**config.mk**
```make
export PLATFORM = sky130hd
export DESIGN_NAME = av_output_top
export DESIGN_NICKNAME = d
export VERILOG_FILES = /design/src/source/av_out_pkg.sv /design/src/source/video_if.sv /design/src/source/osd_overlay.sv /design/src/source/output_csc.sv /design/src/source/vga_dac_encoder.sv /design/src/source/av_output_top.sv
export SDC_FILE = /design/constraint.sdc
export NUM_CORES = 1
export LEC_CHECK = 0
export BUFFER_PORTS_ARGS = -buffer_cell sky130_fd_sc_hd__buf_2
export CAP_MARGIN = 15
export CORE_UTILIZATION = 60
export CTS_CLUSTER_SIZE = 14
export DETAILED_ROUTE_END_ITERATION = 7
export GPL_TIMING_DRIVEN = 0
export PLACE_DENSITY = 0.79
export SKIP_CTS_REPAIR_TIMING = 1
export SYNTH_ARGS = -nofsm -noshare
export SYNTH_HDL_FRONTEND = slang
export SYNTH_HIERARCHICAL = 1
export SYNTH_SLANG_ARGS = --single-unit
```
**constraint.sdc**
```tcl
create_clock -name pclk_out -period 4.85 [get_ports pclk_out]
set_input_delay 0.97 -clock pclk_out [delete_from_list [all_inputs] [get_ports pclk_out]]
set_output_delay 0.97 -clock pclk_out [all_outputs]
set_load 0.02 [all_outputs]
```
**src/source/av_out_pkg.sv**
```systemverilog
/*
 * Widths, expansion and extra output mode codes, OSD colours,
 * CSC coefficients and the pixel word types of the output path
 */
package av_out_pkg;

    localparam int COLOR_W = 8;
    localparam int PIXEL_W = 3 * COLOR_W;

    typedef logic [1:0] osd_color_t;

    localparam logic [PIXEL_W-1:0] OSD_BLACK  = 24'h000000;
    localparam logic [PIXEL_W-1:0] OSD_BLUE   = 24'h0000ff;
    localparam logic [PIXEL_W-1:0] OSD_YELLOW = 24'hffff00;
    localparam logic [PIXEL_W-1:0] OSD_WHITE  = 24'hffffff;

    // Expansion connector function
    typedef logic [1:0] exp_sel_t;

    localparam exp_sel_t EXP_SEL_OFF       = 2'd0;
    localparam exp_sel_t EXP_SEL_EXTRA_OUT = 2'd1;
    localparam exp_sel_t EXP_SEL_LEGACY_IN = 2'd2;
    localparam exp_sel_t EXP_SEL_UVC_BDG   = 2'd3;

    typedef logic [1:0] extra_out_mode_t;

    localparam extra_out_mode_t EXTRA_OUT_RGBHV = 2'd0;
    localparam extra_out_mode_t EXTRA_OUT_RGBCS = 2'd1;
    localparam extra_out_mode_t EXTRA_OUT_RGSB  = 2'd2;
    localparam extra_out_mode_t EXTRA_OUT_YPBPR = 2'd3;

    // CSC arithmetic, coefficients in 1/256 units
    localparam int CSC_COEF_W = 9;
    localparam int CSC_PROD_W = 18;
    localparam int CSC_SUM_W  = 20;
    localparam int CSC_SHIFT  = 8;

    localparam logic signed [CSC_COEF_W-1:0] CSC_Y_R  = 9'sd54;
    localparam logic signed [CSC_COEF_W-1:0] CSC_Y_G  = 9'sd183;
    localparam logic signed [CSC_COEF_W-1:0] CSC_Y_B  = 9'sd19;
    localparam logic signed [CSC_COEF_W-1:0] CSC_PB_R = -9'sd29;
    localparam logic signed [CSC_COEF_W-1:0] CSC_PB_G = -9'sd99;
    localparam logic signed [CSC_COEF_W-1:0] CSC_PB_B = 9'sd128;
    localparam logic signed [CSC_COEF_W-1:0] CSC_PR_R = 9'sd128;
    localparam logic signed [CSC_COEF_W-1:0] CSC_PR_G = -9'sd116;
    localparam logic signed [CSC_COEF_W-1:0] CSC_PR_B = -9'sd12;
    localparam logic [COLOR_W-1:0] CSC_OFFSET = 8'd128;

    typedef struct packed {
        logic [COLOR_W-1:0] r;
        logic [COLOR_W-1:0] g;
        logic [COLOR_W-1:0] b;
    } rgb_t;

    typedef struct packed {
        logic [COLOR_W-1:0] y;
        logic [COLOR_W-1:0] pb;
        logic [COLOR_W-1:0] pr;
    } ypbpr_t;

    // Same word, either colour space
    typedef union packed {
        rgb_t   rgb;
        ypbpr_t ypbpr;
    } pixel_word_t;

endpackage

```
**src/source/video_if.sv**
```systemverilog
/*
 * Pixel stream with syncs between output path blocks
 */
`timescale 1ns/10ps

interface video_if;

    av_out_pkg::pixel_word_t pixel;
    logic                    hsync;
    logic                    vsync;
    logic                    de;
    // Pixel word holds the YPbPr view
    logic                    ypbpr;

    modport src (
        output pixel,
        output hsync,
        output vsync,
        output de,
        output ypbpr
    );

    modport snk (
        input pixel,
        input hsync,
        input vsync,
        input de,
        input ypbpr
    );

endinterface

```
**src/source/osd_overlay.sv**
```systemverilog
/*
 * OSD colour overlay stage and HDMI transmitter output registers
 */
`timescale 1ns/10ps

module osd_overlay (
    input  logic                   pclk_out,
    input  logic                   po_reset_n,
    input  av_out_pkg::rgb_t       rgb_i,
    input  logic                   hsync_i,
    input  logic                   vsync_i,
    input  logic                   de_i,
    input  logic                   osd_enable_i,
    input  av_out_pkg::osd_color_t osd_color_i,
    video_if.src                   vid_o,
    output av_out_pkg::rgb_t       hdmitx_rgb_o,
    output logic                   hdmitx_hsync_o,
    output logic                   hdmitx_vsync_o,
    output logic                   hdmitx_de_o
);

    av_out_pkg::rgb_t osd_rgb;
    av_out_pkg::rgb_t ovl_rgb;
    logic             ovl_hsync;
    logic             ovl_vsync;
    logic             ovl_de;

    always_comb begin
        case (osd_color_i)
            2'd0:    osd_rgb = av_out_pkg::OSD_BLACK;
            2'd1:    osd_rgb = av_out_pkg::OSD_BLUE;
            2'd2:    osd_rgb = av_out_pkg::OSD_YELLOW;
            default: osd_rgb = av_out_pkg::OSD_WHITE;
        endcase
    end

    // Overlay stage
    always_ff @(posedge pclk_out or negedge po_reset_n) begin
        if (!po_reset_n) begin
            ovl_rgb   <= '0;
            ovl_hsync <= 1'b0;
            ovl_vsync <= 1'b0;
            ovl_de    <= 1'b0;
        end else begin
            ovl_rgb   <= osd_enable_i ? osd_rgb : rgb_i;
            ovl_hsync <= hsync_i;
            ovl_vsync <= vsync_i;
            ovl_de    <= de_i;
        end
    end

    assign vid_o.pixel.rgb = ovl_rgb;
    assign vid_o.hsync     = ovl_hsync;
    assign vid_o.vsync     = ovl_vsync;
    assign vid_o.de        = ovl_de;
    assign vid_o.ypbpr     = 1'b0;

    // Second stage eases timing toward the transmitter pins
    always_ff @(posedge pclk_out or negedge po_reset_n) begin
        if (!po_reset_n) begin
            hdmitx_rgb_o   <= '0;
            hdmitx_hsync_o <= 1'b0;
            hdmitx_vsync_o <= 1'b0;
            hdmitx_de_o    <= 1'b0;
        end else begin
            hdmitx_rgb_o   <= ovl_rgb;
            hdmitx_hsync_o <= ovl_hsync;
            hdmitx_vsync_o <= ovl_vsync;
            hdmitx_de_o    <= ovl_de;
        end
    end

endmodule

```
**src/source/output_csc.sv**
```systemverilog
/*
 * Two-stage RGB to YPbPr converter for the extra analog output
 * Syncs and pass-through pixels take the same two cycles
 */
`timescale 1ns/10ps

module output_csc (
    input  logic                        pclk_out,
    input  logic                        po_reset_n,
    input  av_out_pkg::extra_out_mode_t extra_out_mode_i,
    video_if.snk                        vid_i,
    video_if.src                        vid_o
);

    // Products, rows Y, Pb, Pr, columns R, G, B
    logic signed [av_out_pkg::CSC_PROD_W-1:0] prod_q [0:8];
    av_out_pkg::pixel_word_t                  s1_pixel;
    logic                                     s1_hsync;
    logic                                     s1_vsync;
    logic                                     s1_de;
    logic                                     s1_conv;

    logic signed [av_out_pkg::CSC_SUM_W-1:0]  sum_y;
    logic signed [av_out_pkg::CSC_SUM_W-1:0]  sum_pb;
    logic signed [av_out_pkg::CSC_SUM_W-1:0]  sum_pr;
    logic signed [av_out_pkg::CSC_SUM_W-1:0]  sh_y;
    logic signed [av_out_pkg::CSC_SUM_W-1:0]  sh_pb;
    logic signed [av_out_pkg::CSC_SUM_W-1:0]  sh_pr;
    av_out_pkg::pixel_word_t                  conv_pixel;

    av_out_pkg::pixel_word_t                  s2_pixel;
    logic                                     s2_hsync;
    logic                                     s2_vsync;
    logic                                     s2_de;
    logic                                     s2_ypbpr;

    function automatic logic signed [av_out_pkg::CSC_PROD_W-1:0] csc_mul(
        input logic signed [av_out_pkg::CSC_COEF_W-1:0] coef,
        input logic [av_out_pkg::COLOR_W-1:0]           ch
    );
        logic signed [av_out_pkg::CSC_PROD_W-1:0] coef_ext;
        logic signed [av_out_pkg::CSC_PROD_W-1:0] ch_ext;
        coef_ext = coef;
        ch_ext   = $signed({{(av_out_pkg::CSC_PROD_W-av_out_pkg::COLOR_W){1'b0}}, ch});
        return coef_ext * ch_ext;
    endfunction

    always_ff @(posedge pclk_out or negedge po_reset_n) begin
        if (!po_reset_n) begin
            for (int i = 0; i < 9; i++) begin
                prod_q[i] <= '0;
            end
            s1_pixel <= '0;
            s1_hsync <= 1'b0;
            s1_vsync <= 1'b0;
            s1_de    <= 1'b0;
            s1_conv  <= 1'b0;
        end else begin
            prod_q[0] <= csc_mul(av_out_pkg::CSC_Y_R, vid_i.pixel.rgb.r);
            prod_q[1] <= csc_mul(av_out_pkg::CSC_Y_G, vid_i.pixel.rgb.g);
            prod_q[2] <= csc_mul(av_out_pkg::CSC_Y_B, vid_i.pixel.rgb.b);
            prod_q[3] <= csc_mul(av_out_pkg::CSC_PB_R, vid_i.pixel.rgb.r);
            prod_q[4] <= csc_mul(av_out_pkg::CSC_PB_G, vid_i.pixel.rgb.g);
            prod_q[5] <= csc_mul(av_out_pkg::CSC_PB_B, vid_i.pixel.rgb.b);
            prod_q[6] <= csc_mul(av_out_pkg::CSC_PR_R, vid_i.pixel.rgb.r);
            prod_q[7] <= csc_mul(av_out_pkg::CSC_PR_G, vid_i.pixel.rgb.g);
            prod_q[8] <= csc_mul(av_out_pkg::CSC_PR_B, vid_i.pixel.rgb.b);
            s1_pixel  <= vid_i.pixel;
            s1_hsync  <= vid_i.hsync;
            s1_vsync  <= vid_i.vsync;
            s1_de     <= vid_i.de;
            s1_conv   <= (extra_out_mode_i == av_out_pkg::EXTRA_OUT_YPBPR);
        end
    end

    // Floor shift, then chroma offset; coefficients keep results in range
    always_comb begin
        sum_y  = prod_q[0] + prod_q[1] + prod_q[2];
        sum_pb = prod_q[3] + prod_q[4] + prod_q[5];
        sum_pr = prod_q[6] + prod_q[7] + prod_q[8];
        sh_y   = sum_y >>> av_out_pkg::CSC_SHIFT;
        sh_pb  = sum_pb >>> av_out_pkg::CSC_SHIFT;
        sh_pr  = sum_pr >>> av_out_pkg::CSC_SHIFT;
        conv_pixel.ypbpr.y  = sh_y[av_out_pkg::COLOR_W-1:0];
        conv_pixel.ypbpr.pb = sh_pb[av_out_pkg::COLOR_W-1:0] + av_out_pkg::CSC_OFFSET;
        conv_pixel.ypbpr.pr = sh_pr[av_out_pkg::COLOR_W-1:0] + av_out_pkg::CSC_OFFSET;
    end

    always_ff @(posedge pclk_out or negedge po_reset_n) begin
        if (!po_reset_n) begin
            s2_pixel <= '0;
            s2_hsync <= 1'b0;
            s2_vsync <= 1'b0;
            s2_de    <= 1'b0;
            s2_ypbpr <= 1'b0;
        end else begin
            s2_pixel <= s1_conv ? conv_pixel : s1_pixel;
            s2_hsync <= s1_hsync;
            s2_vsync <= s1_vsync;
            s2_de    <= s1_de;
            s2_ypbpr <= s1_conv;
        end
    end

    assign vid_o.pixel = s2_pixel;
    assign vid_o.hsync = s2_hsync;
    assign vid_o.vsync = s2_vsync;
    assign vid_o.de    = s2_de;
    assign vid_o.ypbpr = s2_ypbpr;

endmodule

```
**src/source/vga_dac_encoder.sv**
```systemverilog
/*
 * VGA DAC encoder with sync and blank formatting per extra output mode
 */
`timescale 1ns/10ps

module vga_dac_encoder (
    input  logic                        pclk_out,
    input  logic                        po_reset_n,
    input  av_out_pkg::exp_sel_t        exp_sel_i,
    input  av_out_pkg::extra_out_mode_t extra_out_mode_i,
    video_if.snk                        vid_i,
    output av_out_pkg::rgb_t            dac_rgb_o,
    output logic                        vga_hs_o,
    output logic                        vga_vs_o,
    output logic                        vga_blank_n_o,
    output logic                        vga_sync_n_o,
    output logic                        vga_oe_o
);

    logic             enable;
    logic             rgbhv;
    logic             csync;
    av_out_pkg::rgb_t dac_in;

    av_out_pkg::rgb_t pre_rgb;
    logic             pre_hs;
    logic             pre_vs;
    logic             pre_blank_n;
    logic             pre_sync_n;

    assign enable = (exp_sel_i == av_out_pkg::EXP_SEL_EXTRA_OUT);
    assign rgbhv  = (extra_out_mode_i == av_out_pkg::EXTRA_OUT_RGBHV);
    assign csync  = ~(vid_i.hsync ^ vid_i.vsync);

    // DAC channel order for component video is Pr, Y, Pb
    always_comb begin
        if (vid_i.ypbpr) begin
            dac_in.r = vid_i.pixel.ypbpr.pr;
            dac_in.g = vid_i.pixel.ypbpr.y;
            dac_in.b = vid_i.pixel.ypbpr.pb;
        end else begin
            dac_in = vid_i.pixel.rgb;
        end
    end

    always_ff @(posedge pclk_out or negedge po_reset_n) begin
        if (!po_reset_n) begin
            pre_rgb     <= '0;
            pre_hs      <= 1'b0;
            pre_vs      <= 1'b0;
            pre_blank_n <= 1'b0;
            pre_sync_n  <= 1'b0;
        end else if (enable) begin
            pre_rgb     <= dac_in;
            pre_hs      <= rgbhv ? vid_i.hsync : csync;
            pre_vs      <= rgbhv ? vid_i.vsync : 1'b1;
            pre_blank_n <= vid_i.ypbpr ? 1'b1 : vid_i.de;
            // Sync on green for RGsB and YPbPr
            pre_sync_n  <= ((extra_out_mode_i == av_out_pkg::EXTRA_OUT_RGSB) ||
                            (extra_out_mode_i == av_out_pkg::EXTRA_OUT_YPBPR)) ? csync : 1'b0;
        end
    end

    always_ff @(posedge pclk_out or negedge po_reset_n) begin
        if (!po_reset_n) begin
            dac_rgb_o     <= '0;
            vga_hs_o      <= 1'b0;
            vga_vs_o      <= 1'b0;
            vga_blank_n_o <= 1'b0;
            vga_sync_n_o  <= 1'b0;
        end else if (enable) begin
            dac_rgb_o     <= pre_rgb;
            vga_hs_o      <= pre_hs;
            vga_vs_o      <= pre_vs;
            vga_blank_n_o <= pre_blank_n;
            vga_sync_n_o  <= pre_sync_n;
        end
    end

    always_ff @(posedge pclk_out or negedge po_reset_n) begin
        if (!po_reset_n) begin
            vga_oe_o <= 1'b0;
        end else begin
            vga_oe_o <= enable;
        end
    end

endmodule

```
**src/source/av_output_top.sv**
```systemverilog
/*
 * Output pixel path top level
 * OSD overlay to HDMI transmitter, CSC and DAC encoder to the VGA DAC
 */
`timescale 1ns/10ps

module av_output_top (
    input  logic                        pclk_out,
    input  logic                        po_reset_n,
    input  logic [av_out_pkg::COLOR_W-1:0] r_i,
    input  logic [av_out_pkg::COLOR_W-1:0] g_i,
    input  logic [av_out_pkg::COLOR_W-1:0] b_i,
    input  logic                        hsync_i,
    input  logic                        vsync_i,
    input  logic                        de_i,
    input  logic                        osd_enable_i,
    input  av_out_pkg::osd_color_t      osd_color_i,
    input  av_out_pkg::exp_sel_t        exp_sel_i,
    input  av_out_pkg::extra_out_mode_t extra_out_mode_i,
    output logic [av_out_pkg::COLOR_W-1:0] hdmitx_r_o,
    output logic [av_out_pkg::COLOR_W-1:0] hdmitx_g_o,
    output logic [av_out_pkg::COLOR_W-1:0] hdmitx_b_o,
    output logic                        hdmitx_hsync_o,
    output logic                        hdmitx_vsync_o,
    output logic                        hdmitx_de_o,
    output logic [av_out_pkg::COLOR_W-1:0] vga_r_o,
    output logic [av_out_pkg::COLOR_W-1:0] vga_g_o,
    output logic [av_out_pkg::COLOR_W-1:0] vga_b_o,
    output logic                        vga_hs_o,
    output logic                        vga_vs_o,
    output logic                        vga_blank_n_o,
    output logic                        vga_sync_n_o,
    output logic                        vga_oe_o
);

    av_out_pkg::rgb_t in_rgb;
    av_out_pkg::rgb_t hdmitx_rgb;
    av_out_pkg::rgb_t dac_rgb;

    video_if ovl_vid ();
    video_if dac_vid ();

    assign in_rgb = {r_i, g_i, b_i};

    osd_overlay u_osd_overlay (
        .pclk_out       (pclk_out),
        .po_reset_n     (po_reset_n),
        .rgb_i          (in_rgb),
        .hsync_i        (hsync_i),
        .vsync_i        (vsync_i),
        .de_i           (de_i),
        .osd_enable_i   (osd_enable_i),
        .osd_color_i    (osd_color_i),
        .vid_o          (ovl_vid),
        .hdmitx_rgb_o   (hdmitx_rgb),
        .hdmitx_hsync_o (hdmitx_hsync_o),
        .hdmitx_vsync_o (hdmitx_vsync_o),
        .hdmitx_de_o    (hdmitx_de_o)
    );

    assign hdmitx_r_o = hdmitx_rgb.r;
    assign hdmitx_g_o = hdmitx_rgb.g;
    assign hdmitx_b_o = hdmitx_rgb.b;

    output_csc u_output_csc (
        .pclk_out         (pclk_out),
        .po_reset_n       (po_reset_n),
        .extra_out_mode_i (extra_out_mode_i),
        .vid_i            (ovl_vid),
        .vid_o            (dac_vid)
    );

    vga_dac_encoder u_vga_dac_encoder (
        .pclk_out         (pclk_out),
        .po_reset_n       (po_reset_n),
        .exp_sel_i        (exp_sel_i),
        .extra_out_mode_i (extra_out_mode_i),
        .vid_i            (dac_vid),
        .dac_rgb_o        (dac_rgb),
        .vga_hs_o         (vga_hs_o),
        .vga_vs_o         (vga_vs_o),
        .vga_blank_n_o    (vga_blank_n_o),
        .vga_sync_n_o     (vga_sync_n_o),
        .vga_oe_o         (vga_oe_o)
    );

    assign vga_r_o = dac_rgb.r;
    assign vga_g_o = dac_rgb.g;
    assign vga_b_o = dac_rgb.b;

endmodule

```
# ---- After elaboration in Yosys (flattened, before gate mapping)
# Cells that the tools add are included.
dict set report word_totals {
  ff_bits 263
  latchBits 0
  ram_bits 0
  romBits 0
  output_inout_bits 56
  word_cells 74
  n_memories 0
}
dict set report classes {
  add_sub_neg 8
  mul 7
  div_mod_pow 0
  n_lt_le_gt_ge 0
  eq_ne 5
  n_shift 0
  n_mux 8
  bitwise_logic 2
  reduce_logical 3
}
# op n
set op_table {}
lappend op_table {{$mux W24} 3}
lappend op_table {{$pmux W24 S3} 1}
lappend op_table {{$add A15 B16 Y16} 2}
lappend op_table {{$add A16 B14 Y16} 2}
lappend op_table {{$add A16 B16 Y16} 2}
lappend op_table {{$mul A5 B8 Y13 const A} 2}
lappend op_table {{$add A8 B8 Y8 const B} 2}
lappend op_table {{$mul A8 B8 Y16 const A} 1}
lappend op_table {{$mul A8 B9 Y16 const A} 1}
lappend op_table {{$mul A6 B9 Y15 const A} 1}
lappend op_table {{$mul A6 B9 Y14 const A} 1}
lappend op_table {{$mul A3 B9 Y12 const A} 1}
lappend op_table {{$eq A2 B2 Y1 const B} 3}
lappend op_table {{$eq A2 B1 Y1 const B} 2}
lappend op_table {{$logic_not A2 Y1} 2}
lappend op_table {{$mux W1} 4}
lappend op_table {{$logic_or A1 B1 Y1} 1}
lappend op_table {{$not A1 Y1} 1}
lappend op_table {{$xor A1 B1 Y1} 1}

# ---- Logic depth before layout (Yosys ltp)
dict set report logic_depth {
  depth_word 4
  ltp_mapped 14
  ltp_nobuf 14
}

# ---- Hierarchy
# The synthesis kept the hierarchy.
# mod instances cells_per_inst area_each_um2
set by_module_without_submodules {}
lappend by_module_without_submodules {output_csc 1 1060 11742.5}
lappend by_module_without_submodules {vga_dac_encoder 1 244 2448.6}
lappend by_module_without_submodules {osd_overlay 1 84 1764.2}

# ---- Worst setup path after synthesis
# OpenSTA, ideal clock, no wires.
dict set report synth_path {
  path_kind {reg-to-reg}
  start {reg u_osd_overlay.ovl_rgb (netlist bit u_osd_overlay/vid_o.pixel[13])}
  end {reg u_output_csc/prod_q[139] (netlist bit)}
  setup_time_ns 0.124
  arrival_time_ns 3.954
  slack_ns 0.772
  stages_incl_launch_ff 15
  n_path_buf 0
  period_less_slack_ns 4.078
  path_cell_list {dfrtp_1 -> fa_1 -> inv_1 -> fa_1 -> inv_1 -> fa_1 -> inv_1 -> fa_1 -> inv_1 -> ha_1 -> nand2_1 -> a21o_1 -> a31oi_1 -> nor4b_1 -> a211o_1}
}
dict set report synth_between {
  elab_chain_len 1
}
# item line_no
set synth_lines {}
lappend synth_lines {{start: declaration} osd_overlay.sv:23} ;# av_out_pkg::rgb_t ovl_rgb;
lappend synth_lines {{start signal: assignment} osd_overlay.sv:45} ;# ovl_rgb <= osd_enable_i ? osd_rgb : rgb_i;
lappend synth_lines {{$mul A8 B8 Y16} output_csc.sv:45} ;# return coef_ext * ch_ext;
lappend synth_lines {{end: declaration} output_csc.sv:16} ;# logic signed [av_out_pkg::CSC_PROD_W-1:0] prod_q [0:8];
# Every way passes these cells.
# A chain may end at the register's enable or synchronous reset.

# ---- Worst setup path after layout
# Ends and elaborated chain as after synthesis.

==> results.yml <==
clock_network:
  clkTransAtPathRegs_ns: 0.06
  clock_latency_ns: 0.55
  htreeDepth: 1
  cts_root_buf: "clkbuf_16"
  clock_sinks: 254
  cts_buffers: 28
  cts_max_path_buffers: 3
  cts_tree: "done"
grt:
  grt_first_pass_wirelength_um: 53800
  gr-total-overflow: 0
  antenna_found_initial: 0
  gr-usage-all-layers_pct: 25.8
  grt_pass1_vias: 10700
  grt_max_degree: 106
timing:
  finalCritPeriodShare_pct: 94.6
  hold_viol: 0
  setup_viol: 0
  final_max_slew_viol_count: 0
  setup_ws_ns: 0.262
  max_slew_margin_pct: 46.4
  skew_ns: 0.0120
  clock.fmax_mhz: 218
  rsz0062_at_grt: "false"
  holdWs_ns: 0.312
  worst_slew_pin_slew_ns: 0.805
  fin_crit_ns: 4.59
outcome:
  status: "complete, no violations"
die:
  start_util_pct: 61.2
  rows: 59
  core_mm2: 0.0261
  die_w_um: 165
  die-height_um: 165
  die_area_mm2: 0.0272
  ios: 92
yosys:
  syn-cell-area_mm2: 0.0159
  syn_inst: 1386
  yosysWarnings: 6
  syn_avg_cell_area_um2: 11.5
  syn-num-nets: 1746
pwr:
  power_switching_mw: 4.75
  cellInternalPower_mw: 6.86
  power_leakage_nw: 9.14
  seqPwrFrac_pct: 27.5
  p_comb_share_pct: 52.9
  p_per_area_mw_per_mm2: 649
  vdd_ir_drop_max_uv: 559
  switching_share_pct: 40.9
  power_frac_clock_pct: 19.7
worst_setup_path:
  arrival_ns: 5.01
  path_class: "flop to flop"
  worstSetupEndpointType: "flop"
  critical_path_required_ns: 5.28
  path_max_fanout: 9
  cp-start-kind: "flop"
route:
  wl_um: 33200
  drt_pass1_iterations: 5
  postRouteAntennaNets: 0
  drcViolationCount: 0
  vias_per_cell: 5.49
  drtIter0Drc: 557
  wl_per_cell_um: 17.8
  num_vias: 10200
layout:
  syn_to_final_growth_pct: 12.2
  nets: 1868
  finalNonFillerCells: 1864
  fin_util_pct: 68.7
  drive_above_1_share_pct: 13.9
  mostFrequentLayoutCell: "dfrtp_1"
  diodes: 0
  mostFrequentLayoutCells: "dfrtp_1, ha_1, inv_1, nand2_1, buf_2"
placed_design:
  port_buffers: 90
  place.detailed.hpwl_um: 25700
  pre_cts_slack_ns: 0.266
  place.gp.congestion: 0.928
  placed_cells: 1813
job:
  cap_violations: 0
worst_hold_path:
  hp-class: "input pin to asynchronous set/reset pin"
-- state kept, by name, indices dropped and copies added (netlist names), 23 cells and up --
register,cells
u_output_csc/prod_q,88
u_output_csc/s1_pixel,23
u_osd_overlay/hdmitx_rgb_o,24
u_vga_dac_encoder/dac_rgb_o,24
u_output_csc/vid_o.pixel,24
u_osd_overlay/vid_o.pixel,24
u_vga_dac_encoder/pre_rgb,24
-- metal layers --
layer	vias to the layer above	GRT usage, %	part of all wire, %
li1	4912	-	-
met1	4984	32.7	42
met2	250	43.9	49
met3	83	3.09	3.7
met4	0	12.2	5.0
met5	-	0	0
-- power by group through the flow --
stage / Clock (mW) / Combinational [mW] / Sequential [mW]
floorplan: 0 / 4.50 / 3.16
detailed placement: 0 / 5.98 / 3.23
CTS: 2.32 / 6.10 / 3.19
global placement: 0 / 5.74 / 3.20
finish: 2.28 / 6.14 / 3.19
global route: 2.42 / 6.88 / 3.26
-- worst paths after layout --
kind	end	cells past startpoint	slack, ns	start
max reg2reg	u_output_csc/prod_q[139]	14	0.26	u_osd_overlay/vid_o.pixel[13]
max in group asynchronous	u_osd_overlay/vid_o.pixel[15]	3	3.25	po_reset_n
min	u_vga_dac_encoder/vga_hs_o	1	0.31	po_reset_n
min in group pclk_out	u_output_csc/vid_o.vsync	0	0.35	u_output_csc/s1_vsync
min reg2reg	u_output_csc/vid_o.vsync	0	0.35	u_output_csc/s1_vsync
max	u_output_csc/prod_q[139]	14	0.26	u_osd_overlay/vid_o.pixel[13]
-- critical path, cell delays in order (launching register included) --
cell and delay [ns]:
dfrtp_1 0.58, fa_1 0.66, inv_1 0.07, fa_1 0.52, inv_1 0.07, fa_1 0.54
inv_1 0.06, fa_1 0.53, inv_1 0.04, ha_1 0.34, nand2_1 0.08, a21o_1 0.17
a31oi_1 0.41, nor4b_1 0.11, a211o_1 0.28
-- layout make-up --
| type | instances | area, um2 |
|---|---|---|
| multi-input combinational | 927 | 8670 |
| fill | 1874 | 8170 |
| sequential | 254 | 6360 |
| clock buffer | 40 | 816 |
| inverter | 182 | 688 |
| timing repair buffer | 92 | 515 |
| tap | 335 | 419 |
| buffer | 23 | 228 |
| clock inverter | 11 | 198 |
-- per-stage QoR --
stage,cell area [um2],power [mW],TNS [ns]
final,17900,11.6,0
after global routing,17900,12.6,0
after CTS,17900,11.6,0
after detailed placement,16900,9.21,0
after global placement,16800,8.94,-361.45
after floorplan,15900,7.66,0
No activity file was read; power rests on OpenSTA's default activity.
